File: config.mk
export PLATFORM = sky130hd
export DESIGN_NAME = vga_pattern_top
export DESIGN_NICKNAME = d
export VERILOG_FILES = /design/src/logic/vga_pkg.sv /design/src/logic/vga_timing.sv /design/src/logic/key_mode_ctrl.sv /design/src/logic/rainbow_gen.sv /design/src/logic/pattern_gen.sv /design/src/logic/vga_pattern_top.sv
export SDC_FILE = /design/constraint.sdc
export NUM_CORES = 1
export LEC_CHECK = 0
export BUFFER_PORTS_ARGS = -buffer_cell sky130_fd_sc_hd__buf_2
export CORE_UTILIZATION = 60
export CTS_BUF_LIST = sky130_fd_sc_hd__clkbuf_8
export DETAILED_ROUTE_END_ITERATION = 16
export GPL_TIMING_DRIVEN = 0
export PLACE_DENSITY = 0.87
export SKIP_LAST_GASP = 1
export SYNTH_ARGS = -nofsm -noshare
export SYNTH_HDL_FRONTEND = slang
export SYNTH_SLANG_ARGS = --single-unit
File: constraint.sdc
create_clock -name vga_clk -period 3.1 [get_ports vga_clk]
set_input_delay 0.775 -clock vga_clk [delete_from_list [all_inputs] [get_ports vga_clk]]
set_output_delay 0.775 -clock vga_clk [all_outputs]
set_load 0.03 [all_outputs]
File: src/logic/vga_pkg.sv
package vga_pkg;

  // --------------------
  // pixel word
  // --------------------
  typedef struct packed {
    logic [4:0] r;   // msbs of the word
    logic [5:0] g;
    logic [4:0] b;   // lsbs
  } rgb565_t;

  // generators write raw codes, output stage reads fields
  typedef union packed {
    logic [15:0] raw;
    rgb565_t     rgb;
  } pixel_u;

  // --------------------
  // scan position and sync
  // --------------------
  typedef struct packed {
    logic [10:0] ax;   // active column, 0 outside window
    logic [9:0]  ay;   // active row, 0 outside window
  } scan_pos_t;

  typedef struct packed {
    logic hs;   // active low
    logic vs;   // active low
    logic de;   // high in display window
  } sync_t;

  // --------------------
  // display modes
  // --------------------
  typedef enum logic [3:0] {
    MODE_BLACK, MODE_WHITE, MODE_RED, MODE_GREEN, MODE_BLUE,
    MODE_GRID_S, MODE_GRID_L,
    MODE_GREY_H, MODE_GREY_V,
    MODE_RED_H, MODE_GREEN_H, MODE_BLUE_H,
    MODE_BARS, MODE_RAINBOW
  } dis_mode_t;

  localparam dis_mode_t MODE_LAST = MODE_RAINBOW;   // counter wraps here

  // bar colours, in bar order
  localparam logic [15:0] COL_RED    = 16'hf800;
  localparam logic [15:0] COL_GREEN  = 16'h07e0;
  localparam logic [15:0] COL_BLUE   = 16'h001f;
  localparam logic [15:0] COL_PURPLE = 16'hf81f;
  localparam logic [15:0] COL_YELLOW = 16'hffe0;
  localparam logic [15:0] COL_CYAN   = 16'h07ff;
  localparam logic [15:0] COL_WHITE  = 16'hffff;
  localparam logic [15:0] COL_ORANGE = 16'hfc00;
  localparam logic [15:0] COL_BLACK  = 16'h0000;

endpackage

File: src/logic/vga_timing.sv
`timescale 1ns/1ns

module vga_timing #(
  parameter int H_SYNC   = 136,
  parameter int H_BACK   = 160,
  parameter int H_ACTIVE = 1024,
  parameter int H_FRONT  = 24,
  parameter int V_SYNC   = 6,
  parameter int V_BACK   = 29,
  parameter int V_ACTIVE = 768,
  parameter int V_FRONT  = 3
) (
  input  logic                vga_clk,
  input  logic                rstn,
  output vga_pkg::sync_t      sync,
  output vga_pkg::scan_pos_t  pos,
  output logic                frame_start   // one cycle at position 0,0
);

  localparam int H_TOTAL = H_SYNC + H_BACK + H_ACTIVE + H_FRONT;
  localparam int V_TOTAL = V_SYNC + V_BACK + V_ACTIVE + V_FRONT;
  localparam int H_START = H_SYNC + H_BACK;   // first active column
  localparam int V_START = V_SYNC + V_BACK;   // first active line
  localparam int HW      = $clog2(H_TOTAL);
  localparam int VW      = $clog2(V_TOTAL);

  logic [HW-1:0] h_cnt;
  logic [VW-1:0] v_cnt;
  logic          h_last;
  logic          v_last;
  logic          in_win;

  assign h_last = (h_cnt == HW'(H_TOTAL - 1));
  assign v_last = (v_cnt == VW'(V_TOTAL - 1));
  assign in_win = (int'(h_cnt) >= H_START) && (int'(h_cnt) < H_START + H_ACTIVE) &&
                  (int'(v_cnt) >= V_START) && (int'(v_cnt) < V_START + V_ACTIVE);

  // --------------------
  // scan counters
  // --------------------
  always_ff @(posedge vga_clk) begin
    if (!rstn) begin
      h_cnt <= HW'(H_TOTAL - 1);   // parked on last pixel, so first edge lands on 0,0
      v_cnt <= VW'(V_TOTAL - 1);
    end else begin
      h_cnt <= h_last ? '0 : h_cnt + 1'b1;
      if (h_last) begin
        v_cnt <= v_last ? '0 : v_cnt + 1'b1;   // next line
      end
    end
  end

  // sync, window and coords, all one cycle behind the counts
  always_ff @(posedge vga_clk) begin
    if (!rstn) begin
      sync        <= '{hs: 1'b1, vs: 1'b1, de: 1'b0};
      pos         <= '0;
      frame_start <= 1'b0;
    end else begin
      sync.hs     <= !(int'(h_cnt) < H_SYNC);
      sync.vs     <= !(int'(v_cnt) < V_SYNC);
      sync.de     <= in_win;
      pos.ax      <= in_win ? 11'(h_cnt - HW'(H_START)) : '0;
      pos.ay      <= in_win ? 10'(v_cnt - VW'(V_START)) : '0;
      frame_start <= (h_cnt == '0) && (v_cnt == '0);
    end
  end

endmodule

File: src/logic/key_mode_ctrl.sv
`timescale 1ns/1ns

module key_mode_ctrl #(
  parameter int KEY_HOLD = 90000   // low cycles for a valid press
) (
  input  logic                vga_clk,
  input  logic                rstn,
  input  logic                key1,   // active low
  output vga_pkg::dis_mode_t  mode
);

  localparam int CW = $clog2(KEY_HOLD + 1);

  logic [CW-1:0] low_cnt;   // consecutive low cycles, saturating
  logic          step;

  // hit only once per press, the count runs past it and stops
  assign step = (low_cnt == CW'(KEY_HOLD - 1));

  // --------------------
  // debounce counter
  // --------------------
  always_ff @(posedge vga_clk) begin
    if (!rstn) begin
      low_cnt <= '0;
    end else if (key1) begin
      low_cnt <= '0;                    // released, start over
    end else if (low_cnt != CW'(KEY_HOLD)) begin
      low_cnt <= low_cnt + 1'b1;
    end
  end

  // mode register, 0..13 then back to black
  always_ff @(posedge vga_clk) begin
    if (!rstn) begin
      mode <= vga_pkg::MODE_BLACK;
    end else if (step) begin
      mode <= (mode == vga_pkg::MODE_LAST) ? vga_pkg::MODE_BLACK
                                           : vga_pkg::dis_mode_t'(mode + 4'd1);
    end
  end

endmodule

File: src/logic/rainbow_gen.sv
`timescale 1ns/1ns

module rainbow_gen (
  input  logic               vga_clk,
  input  logic               rstn,
  input  vga_pkg::sync_t     sync,
  input  logic               frame_start,
  output vga_pkg::pixel_u    rainbow
);

  logic [4:0]  frame_cnt;   // drifts the pattern one step per frame
  logic [9:0]  row_cnt;     // index of the next active row to start
  logic        de_d;
  logic        line_start;
  logic [15:0] word_new;
  logic [15:0] word_q;      // colour of the row in progress

  assign line_start = sync.de && !de_d;   // first de cycle of a line
  assign word_new   = 16'(frame_cnt) + 16'(row_cnt);

  // --------------------
  // frame and row counters
  // --------------------
  always_ff @(posedge vga_clk) begin
    if (!rstn) begin
      frame_cnt <= '0;
      row_cnt   <= '0;
      de_d      <= 1'b0;
    end else begin
      de_d <= sync.de;
      if (frame_start) begin
        frame_cnt <= frame_cnt + 1'b1;
        row_cnt   <= '0;                 // new frame starts at top row
      end else if (line_start) begin
        row_cnt <= row_cnt + 1'b1;
      end
    end
  end

  // hold the row colour for the rest of the line
  always_ff @(posedge vga_clk) begin
    if (line_start) begin
      word_q <= word_new;
    end
  end

  // bypass on the start cycle so the word is valid right away
  assign rainbow.raw = line_start ? word_new : word_q;

endmodule

File: src/logic/pattern_gen.sv
`timescale 1ns/1ns

module pattern_gen #(
  parameter int H_ACTIVE = 1024
) (
  input  logic                vga_clk,
  input  logic                rstn,
  input  vga_pkg::dis_mode_t  mode,
  input  vga_pkg::sync_t      sync,
  input  vga_pkg::scan_pos_t  pos,
  input  vga_pkg::pixel_u     rainbow,
  output logic                vga_hs,
  output logic                vga_vs,
  output logic [4:0]          vga_r,
  output logic [5:0]          vga_g,
  output logic [4:0]          vga_b
);

  localparam int BAR_W = H_ACTIVE / 8;   // eight bars across the line

  vga_pkg::pixel_u pix;       // colour for this position
  logic [10:0]     bar_idx;   // bar under the current column
  logic [15:0]     bar_col;

  assign bar_idx = 11'(pos.ax / BAR_W);

  // --------------------
  // colour bars
  // --------------------
  always_comb begin
    case (bar_idx)
      11'd0:   bar_col = vga_pkg::COL_RED;
      11'd1:   bar_col = vga_pkg::COL_GREEN;
      11'd2:   bar_col = vga_pkg::COL_BLUE;
      11'd3:   bar_col = vga_pkg::COL_PURPLE;
      11'd4:   bar_col = vga_pkg::COL_YELLOW;
      11'd5:   bar_col = vga_pkg::COL_CYAN;
      11'd6:   bar_col = vga_pkg::COL_WHITE;
      11'd7:   bar_col = vga_pkg::COL_ORANGE;
      default: bar_col = vga_pkg::COL_BLACK;   // leftover columns
    endcase
  end

  // --------------------
  // pattern select
  // --------------------
  always_comb begin
    pix.raw = vga_pkg::COL_BLACK;   // fields not set below stay zero
    case (mode)
      vga_pkg::MODE_BLACK:   pix.raw = vga_pkg::COL_BLACK;
      vga_pkg::MODE_WHITE:   pix.raw = vga_pkg::COL_WHITE;
      vga_pkg::MODE_RED:     pix.rgb.r = '1;   // full scale
      vga_pkg::MODE_GREEN:   pix.rgb.g = '1;
      vga_pkg::MODE_BLUE:    pix.rgb.b = '1;
      vga_pkg::MODE_GRID_S: begin
        pix.raw = (pos.ax[4] == pos.ay[4]) ? vga_pkg::COL_WHITE : vga_pkg::COL_BLACK;
      end
      vga_pkg::MODE_GRID_L: begin
        pix.raw = (pos.ax[6] == pos.ay[6]) ? vga_pkg::COL_WHITE : vga_pkg::COL_BLACK;
      end
      vga_pkg::MODE_GREY_H: begin    // ramp along the line
        pix.rgb.r = pos.ax[6:2];
        pix.rgb.g = pos.ax[6:1];
        pix.rgb.b = pos.ax[6:2];
      end
      vga_pkg::MODE_GREY_V: begin    // ramp down the screen
        pix.rgb.r = pos.ay[6:2];
        pix.rgb.g = pos.ay[6:1];
        pix.rgb.b = pos.ay[6:2];
      end
      vga_pkg::MODE_RED_H:   pix.rgb.r = pos.ax[6:2];
      vga_pkg::MODE_GREEN_H: pix.rgb.g = pos.ax[6:1];
      vga_pkg::MODE_BLUE_H:  pix.rgb.b = pos.ax[6:2];
      vga_pkg::MODE_BARS:    pix.raw = bar_col;
      vga_pkg::MODE_RAINBOW: pix = rainbow;
      default:               pix.raw = vga_pkg::COL_WHITE;   // 14, 15 unreachable
    endcase
    if (!sync.de) begin
      pix.raw = vga_pkg::COL_BLACK;   // blank outside window
    end
  end

  // --------------------
  // output registers
  // --------------------
  always_ff @(posedge vga_clk) begin
    if (!rstn) begin
      vga_hs <= 1'b1;   // sync idle high
      vga_vs <= 1'b1;
      vga_r  <= '0;
      vga_g  <= '0;
      vga_b  <= '0;
    end else begin
      vga_hs <= sync.hs;
      vga_vs <= sync.vs;
      vga_r  <= pix.rgb.r;
      vga_g  <= pix.rgb.g;
      vga_b  <= pix.rgb.b;
    end
  end

endmodule

File: src/logic/vga_pattern_top.sv
`timescale 1ns/1ns

module vga_pattern_top #(
  // 1024x768 at 60 Hz by default
  parameter int H_SYNC   = 136,
  parameter int H_BACK   = 160,
  parameter int H_ACTIVE = 1024,
  parameter int H_FRONT  = 24,
  parameter int V_SYNC   = 6,
  parameter int V_BACK   = 29,
  parameter int V_ACTIVE = 768,
  parameter int V_FRONT  = 3,
  parameter int KEY_HOLD = 90000
) (
  input  logic       vga_clk,
  input  logic       rstn,
  input  logic       key1,    // mode step key, active low
  output logic       vga_hs,
  output logic       vga_vs,
  output logic [4:0] vga_r,
  output logic [5:0] vga_g,
  output logic [4:0] vga_b
);

  vga_pkg::sync_t     sync;
  vga_pkg::scan_pos_t pos;
  logic               frame_start;
  vga_pkg::dis_mode_t mode;
  vga_pkg::pixel_u    rainbow;

  // --------------------
  // scan timing
  // --------------------
  vga_timing #(
    .H_SYNC   (H_SYNC),
    .H_BACK   (H_BACK),
    .H_ACTIVE (H_ACTIVE),
    .H_FRONT  (H_FRONT),
    .V_SYNC   (V_SYNC),
    .V_BACK   (V_BACK),
    .V_ACTIVE (V_ACTIVE),
    .V_FRONT  (V_FRONT)
  ) vga_timing_inst (
    .vga_clk     (vga_clk),
    .rstn        (rstn),
    .sync        (sync),
    .pos         (pos),
    .frame_start (frame_start)
  );

  key_mode_ctrl #(.KEY_HOLD(KEY_HOLD)) key_mode_ctrl_inst (
    .vga_clk (vga_clk),
    .rstn    (rstn),
    .key1    (key1),
    .mode    (mode)
  );

  rainbow_gen rainbow_gen_inst (
    .vga_clk     (vga_clk),
    .rstn        (rstn),
    .sync        (sync),
    .frame_start (frame_start),
    .rainbow     (rainbow)
  );

  // pattern mux and pin registers
  pattern_gen #(.H_ACTIVE(H_ACTIVE)) pattern_gen_inst (
    .vga_clk (vga_clk),
    .rstn    (rstn),
    .mode    (mode),
    .sync    (sync),
    .pos     (pos),
    .rainbow (rainbow),
    .vga_hs  (vga_hs),
    .vga_vs  (vga_vs),
    .vga_r   (vga_r),
    .vga_g   (vga_g),
    .vga_b   (vga_b)
  );

endmodule

==> flow_summary.yaml, run 1 <==
grt:
  grt_max_degree: 17
  grt_pass1_wl_um: 19400
  grt_pass1_vias: 4355
  antenna_found_initial: 0
  overflow: 0
  grt_usage_pct: 27.2
critical_path:
  critical_path.max_stage_delay_ns: 0.39
  critPathArrivalTime_ns: 3.12
  crit_slowest_cell: "dfxtp_1"
  worst-r2r-setup-slack_ns: 0.33
  cp.required_ns: 3.45
  crit_chain: "ha_1 -> clkbuf_1 -> o41ai_4 -> a21oi_1 -> a31oi_2 -> o2111ai_4 -> buf_2 -> nor2_1 -> ha_1 -> inv_1 -> a21oi_1 -> nor2_1"
  r2r_start: "vga_timing_inst.v_cnt[0]$_SDFFE_PN1N_"
  cp_max_fo: 10
  r2r_cells: 12
  path_class: "reg2reg"
  critPathLaunchType: "register"
  end_kind: "register"
min_path:
  worst_hold_path.endpoint: "pattern_gen_inst.vga_hs$_SDFF_PN1_"
  min-delay-start: "vga_timing_inst.sync[2]$_SDFF_PN1_"
  hold_path_class: "reg2reg"
  hold_depth: 1
timing:
  fin_crit_sh_pct: 89.3
  fin_skew_ns: 0.0110
  max_freq_ghz: 0.361
  period_needed_ns: 2.77
  final_max_slew_viol_count: 0
  tightest_slew_ns: 0.767
  setup_violations: 0
  finalHoldViolCount: 0
  setup-tns-final_ns: 0
  max-slew-margin-rel_pct: 48.4
  rsz0062_at_grt: "false"
finish:
  drive_gt1_share_pct: 9.92
  diodes: 0
  n_fill_cell: 622
  finalInstanceArea_sq_um: 5870
  utilization_pct: 70.0
  layout_common_cells: "dfxtp_1 (113), nor2_1 (75), nand2_1 (62), o21ai_0 (28), xor2_1 (28)"
  fin_nets: 676
  area_growth_syn_to_layout_pct: 10.5
  final_common_cell: "dfxtp_1"
clock_tree:
  clkTransAtPathRegs_ns: 0.06
  cts_root_buf: "clkbuf_8"
  cts_tree: "built"
  post_cts_buffers: 0
  cts.sinks: 113
  cts_made_buffers: 17
  post_cts_hold_buffer_count: 0
  cts_resized: 0
  h-tree-depth: 4
  insertion_delay_ns: 0.42
  clock_path_buffers: 2
synthesis:
  netlist_area_sq_um: 5310
  synth_nets: 637
  synth_edf_count: 0
  synth.ff_latch_count: 113
  yosysUniqueCellTypes: 55
  netlist_instances: 614
  async_reset_ff_share_pct: 0
  syn_area_per_cell_sq_um: 8.65
  synth_ff_type: "dfxtp_1"
  ys_warn_count: 0
  synth-seq-area-share_pct: 42.6
floorplanning:
  die_w_um: 96.1
  coreArea_sq_um: 8380
  rows: 33
  fp.dieH_um: 96.1
  start_util_pct: 63.4
  dieArea_sq_um: 9230
  io_pins: 21
placement:
  dpl.hpwl_um: 8050
  routabilityCongestion: 0.933
  place_area_sq_um: 5540
  io_buffers: 20
drt:
  ant_nets: 0
  vias: 4488
  vias_per_cell: 5.83
  post_drt_wl_per_cell_um: 14.8
  drt_wl_total_um: 11400
  drt_iter0_drc: 229
  firstDrtPassIters: 5
  drc: 0
job:
  cap_violations: 0
pwr:
  power_leakage_nw: 2.31
  ir_drop_mv: 0.435
  powerDensity_nw_per_um2: 705
outcome:
  status: "complete, no violations"
where the power goes:
| group | leakage (nW) | total [W] | switching (W) | internal (W) |
|---|---|---|---|---|
| logic | 1.20 | 0.00115 | 0.000701 | 0.000454 |
| registers | 0.916 | 0.00185 | 0.000197 | 0.00165 |
| clock network | 0.192 | 0.00114 | 0.000548 | 0.000589 |
worst max-delay path: cells and delay by family, from the launching register on:
kind,cells,cell delay [ns]
compound gates,5,0.99
buf+inv,3,0.52
fa+ha+maj,2,0.49
flops,1,0.39
simple gates,2,0.29
state kept, by name (all words and copies together), names as in the netlist, named ones only:
| register | flops |
|---|---|
| key_mode_ctrl_inst.low_cnt | 17 |
| key_mode_ctrl_inst.mode | 4 |
| pattern_gen_inst.vga_b | 5 |
| pattern_gen_inst.vga_g | 6 |
| pattern_gen_inst.vga_hs | 1 |
| pattern_gen_inst.vga_r | 5 |
| pattern_gen_inst.vga_vs | 1 |
| rainbow_gen_inst.de_d | 1 |
| rainbow_gen_inst.frame_cnt | 5 |
| rainbow_gen_inst.row_cnt | 10 |
| rainbow_gen_inst.word_q | 16 |
| vga_timing_inst.frame_start | 1 |
| vga_timing_inst.h_cnt | 11 |
| vga_timing_inst.pos | 13 |
| vga_timing_inst.sync | 3 |
| vga_timing_inst.v_cnt | 10 |
per-stage QoR:
| step | hold WS [ns] | cells | total power (W) | worst slack, ns |
|---|---|---|---|---|
| final | 0.409 | 770 | 0.00414 | 0.332 |
| after global routing | 0.429 | 770 | 0.00441 | 0.128 |
| after CTS | 0.409 | 770 | 0.00414 | 0.376 |
| after detailed placement | 0.395 | 739 | 0.00301 | 0.415 |
| after global placement | 0.395 | 739 | 0.00295 | 0.457 |
| after floorplan | 0.386 | 614 | 0.00273 | 0.672 |
routing by layer:
metal	GRT usage, %	up-vias	share of wire (%)
met5	0	-	0
met4	13.7	0	2.9
met3	6.24	34	5.6
met2	46.0	186	48
met1	32.1	2063	43
li1	-	2205	-
layout make-up:
class / instances / area, sq um / share of cell area [%]
flip-flops and latches: 113 / 2260 / 38.6
well taps: 105 / 131 / 2.24
clock buffers: 20 / 275 / 4.69
multi-input cells: 450 / 2840 / 48.5
clock inverters: 11 / 50.0 / 0.853
repair buffers: 20 / 100 / 1.71
inverters: 21 / 78.8 / 1.34
plain buffers: 30 / 125 / 2.13
synthesized netlist by cell type (5+ instances only):
library cell | number | share of area, %
dfxtp_1 | 113 | 43
nor2_1 | 75 | 5.3
nand2_1 | 62 | 4.4
o21ai_0 | 28 | 2.6
xor2_1 | 28 | 4.6
xnor2_1 | 26 | 4.3
a21oi_1 | 23 | 2.2
nand3_1 | 22 | 2.1
clkbuf_1 | 21 | 1.5
inv_1 | 21 | 1.5
ha_1 | 19 | 4.5
and2_1 | 17 | 2.0
nand4_1 | 14 | 1.6
nor3_1 | 12 | 1.1
and3_1 | 11 | 1.3
nand2b_1 | 10 | 1.2
nor2b_1 | 10 | 1.2
a31oi_1 | 7 | 0.82
a211oi_1 | 6 | 0.85
a22oi_1 | 6 | 0.85
mux2_2 | 6 | 1.3
or3_1 | 6 | 0.71
a221oi_1 | 5 | 0.82
mux2i_1 | 5 | 0.94
o22ai_1 | 5 | 0.59
how the worst max path moves through the flow:
stage / startpoint / to / slack (ns) / cells after the start
finish: vga_timing_inst.v_cnt[0]$_SDFFE_PN1N_ / register / 0.33 / 12
global route: vga_timing_inst.v_cnt[0]$_SDFFE_PN1N_ / register / 0.13 / 12
CTS: vga_timing_inst.v_cnt[0]$_SDFFE_PN1N_ / register / 0.38 / 12
detailed placement: vga_timing_inst.v_cnt[0]$_SDFFE_PN1N_ / register / 0.42 / 11
global placement: vga_timing_inst.v_cnt[0]$_SDFFE_PN1N_ / register / 0.46 / 11
floorplan: vga_timing_inst.v_cnt[0]$_SDFFE_PN1N_ / register / 0.67 / 11
logic make-up after synthesis:
| family | synth area share [%] |
|---|---|
| AOI/OAI and AO/OA | 13.9 |
| DFF | 42.6 |
| muxes | 2.21 |
| and+or+nand+nor | 23.7 |
| adders and majority gates | 4.85 |
| xor gates and xnor gates | 8.91 |
| buffers and inverters | 3.84 |
(Power assumes the default switching activity.)
==> run 2: changes to the inputs <==
Settings changed: ABC_AREA set to 1.
==> run 2 against run 1 <==
  * Clock-buffer cell count fell by 1
  * Wire length rose by 5.7%
  * Cell area rose by 6.7%
==> flow_summary.yaml, run 2 <==
synthesis:
  synth.ff_latch_count: 113
  yosysUniqueCellTypes: 42
  synth_edf_count: 0
  synth_ff_type: "dfxtp_1"
  synth_nets: 827
  yosys-top-cells-count: "nand2_1 (175), dfxtp_1 (113), inv_1 (112)"
  netlist_area_sq_um: 5650
  synth_most_common_cell: "nand2_1"
  syn_area_per_cell_sq_um: 7.02
  synth_area_leaders: "dfxtp_1 (40%), nand2_1 (12%), inv_1 (7.4%)"
  synth-seq-area-share_pct: 40.1
  netlist.area_leader.share_pct: 40.1
  async_reset_ff_share_pct: 0
  ys_warn_count: 0
  yosys.area.top_type: "dfxtp_1"
  netlist_instances: 804
finish:
  diodes: 0
  final_common_cell: "nand2_1"
  utilization_pct: 68.1
  largest_reg_flops: 17
  regMostFlops: "key_mode_ctrl_inst.low_cnt"
  area_growth_syn_to_layout_pct: 10.9
  drive_gt1_share_pct: 11.8
  layout_common_cells: "nand2_1 (175), inv_1 (113), dfxtp_1 (113), nor2_1 (80), nand3_1 (60)"
  top_regs: "key_mode_ctrl_inst.low_cnt (17), rainbow_gen_inst.word_q (16), vga_timing_inst.pos (13)"
  fin_nets: 866
pwr:
  ir_drop_mv: 0.347
  powerDensity_nw_per_um2: 728
  power_leakage_nw: 2.71
  p_sw_share_pct: 37.3
  sequentialPowerShare_pct: 40.6
  switching_power_w: 0.00170
  combPwrFrac_pct: 31.3
  power_frac_clock_pct: 28.1
  p_int_w: 0.00286
timing:
  period_needed_ns: 2.37
  finalHoldViolCount: 0
  fin_crit_sh_pct: 76.5
  max-slew-margin-rel_pct: 62.7
  setup_violations: 0
  setup-tns-final_ns: 0
  max_freq_ghz: 0.422
  rsz0062_at_grt: "false"
  tightest_slew_ns: 0.558
  final_max_slew_viol_count: 0
  fin_skew_ns: 0.0132
drt:
  drc: 0
  vias_per_cell: 5.39
  drt_iter0_drc: 272
  firstDrtPassIters: 5
  post_drt_wl_per_cell_um: 12.4
  drt_wl_total_um: 12000
  vias: 5212
  ant_nets: 0
clock_tree:
  post_cts_buffers: 0
  insertion_delay_ns: 0.43
  h-tree-depth: 4
  clock_path_buffers: 2
  clkTransAtPathRegs_ns: 0.07
  cts_resized: 0
  cts_tree: "built"
  cts_root_buf: "clkbuf_8"
  cts_made_buffers: 17
  post_cts_hold_buffer_count: 0
  cts.sinks: 113
grt:
  grt_pass1_wl_um: 20200
  antenna_found_initial: 0
  use_met3_pct: 6.10
  grt_max_degree: 17
  busiest_layer: "met2"
  overflow: 0
  use_met1_pct: 32.0
  grt_pass1_vias: 4559
  grt_usage_pct: 25.8
  grt_util_met2_pct: 43.5
outcome:
  status: "complete, no violations"
critical_path:
  critPathLaunchType: "register"
  end_kind: "register"
  r2r_start: "vga_timing_inst.h_cnt[3]$_SDFF_PN1_"
  worst-r2r-setup-slack_ns: 0.73
  r2r_cells: 15
  critPathArrivalTime_ns: 2.69
  cp.required_ns: 3.42
  cp_max_fo: 10
  path_class: "reg2reg"
placement:
  io_buffers: 20
  dpl.hpwl_um: 8960
  routabilityCongestion: 1.03
floorplanning:
  fp.dieH_um: 99.0
  die_w_um: 99.0
  io_pins: 21
  coreArea_sq_um: 9200
  rows: 35
  start_util_pct: 61.4
  dieArea_sq_um: 9800
min_path:
  hold_depth: 1
  min-delay-start: "vga_timing_inst.sync[1]$_SDFF_PN1_"
  hold_path_class: "reg2reg"
  worst_hold_path.endpoint: "pattern_gen_inst.vga_vs$_SDFF_PN1_"
job:
  cap_violations: 0
## run 2: changes by cell type in the layout (fill, tap and decap cells not counted), sizes merged, moves of 10 or more
cell / previous run / this run
xnor2: 26 / 3
and2: 17 / 3
nand3: 22 / 62
xor2: 28 / 9
nor2b: 10 / 0
nand2: 62 / 182
a21oi: 23 / 62
nor3: 12 / 44
nor2: 75 / 91
clkbuf: 41 / 25
nand2b: 11 / 0
inv: 25 / 114
## run 2: worst max path at each step
| stage | start | endpoint | slack (ns) | cells after the start |
|---|---|---|---|---|
| 2_1_floorplan | vga_timing_inst.h_cnt[3]$_SDFF_PN1_ | register | 0.99 | 15 |
| 3_3_place_gp | vga_timing_inst.h_cnt[3]$_SDFF_PN1_ | register | 0.80 | 15 |
| 3_5_place_dp | vga_timing_inst.h_cnt[3]$_SDFF_PN1_ | register | 0.77 | 15 |
| 4_1_cts | vga_timing_inst.h_cnt[3]$_SDFF_PN1_ | register | 0.74 | 15 |
| 5_1_grt | vga_timing_inst.h_cnt[3]$_SDFF_PN1_ | register | 0.55 | 16 |
| 6_report | vga_timing_inst.h_cnt[3]$_SDFF_PN1_ | register | 0.73 | 15 |
## run 2: power by group through the flow
stage               registers [W]  logic [W]  clock network, W
finish                    0.00185    0.00142           0.00128
global route              0.00188    0.00160           0.00137
CTS                       0.00185    0.00141           0.00130
detailed placement        0.00188    0.00139                 0
global placement          0.00188    0.00137                 0
floorplan                 0.00184    0.00113                 0
## run 2: worst max-delay path, cell delays in order (launching register included)
cell	delay, ns
dfxtp_1	0.52
inv_1	0.10
ha_1	0.21
inv_1	0.07
nand2_1	0.10
nand2_4	0.10
nand2_2	0.05
nand2_2	0.08
nor2_1	0.07
nor2_4	0.17
nand2_4	0.10
buf_6	0.17
a21oi_2	0.14
ha_1	0.26
nand2_1	0.07
o21ai_0	0.06
## run 2: layout make-up
cell class / count / area (sq um)
Buffer: 17 / 91.3
Inverter: 113 / 424
Timing Repair Buffer: 20 / 100
Tap cell: 111 / 139
Sequential cell: 113 / 2260
Clock inverter: 13 / 114
Multi-Input combinational cell: 561 / 2870
Clock buffer: 19 / 262
Fill cell: 751 / 2940
## run 2: stage by stage
step / worst slack (ns) / total power, W / hold slack, ns / cell area (sq um) / cells
after detailed placement: 0.770 / 0.00328 / 0.408 / 5890 / 935
final: 0.728 / 0.00456 / 0.419 / 6260 / 967
after global placement: 0.795 / 0.00324 / 0.397 / 5890 / 935
after CTS: 0.737 / 0.00455 / 0.425 / 6260 / 967
after floorplan: 0.991 / 0.00297 / 0.393 / 5650 / 804
after global routing: 0.550 / 0.00485 / 0.441 / 6260 / 967
## run 2: kinds of logic after synthesis
logic type      synth area share (%)
buf+inv                         9.13
fa+ha+maj                       4.56
xor+xnor                        1.86
compound gates                  11.0
flops                           40.1
simple gates                    33.4
## run 2: per-layer routing
| metal | share of wire [%] | routed length, um |
|---|---|---|
| met1 | 44 | 5320 |
| met2 | 48 | 5780 |
| met3 | 5.2 | 628 |
| met4 | 2.3 | 282 |
| met5 | 0 | 0 |
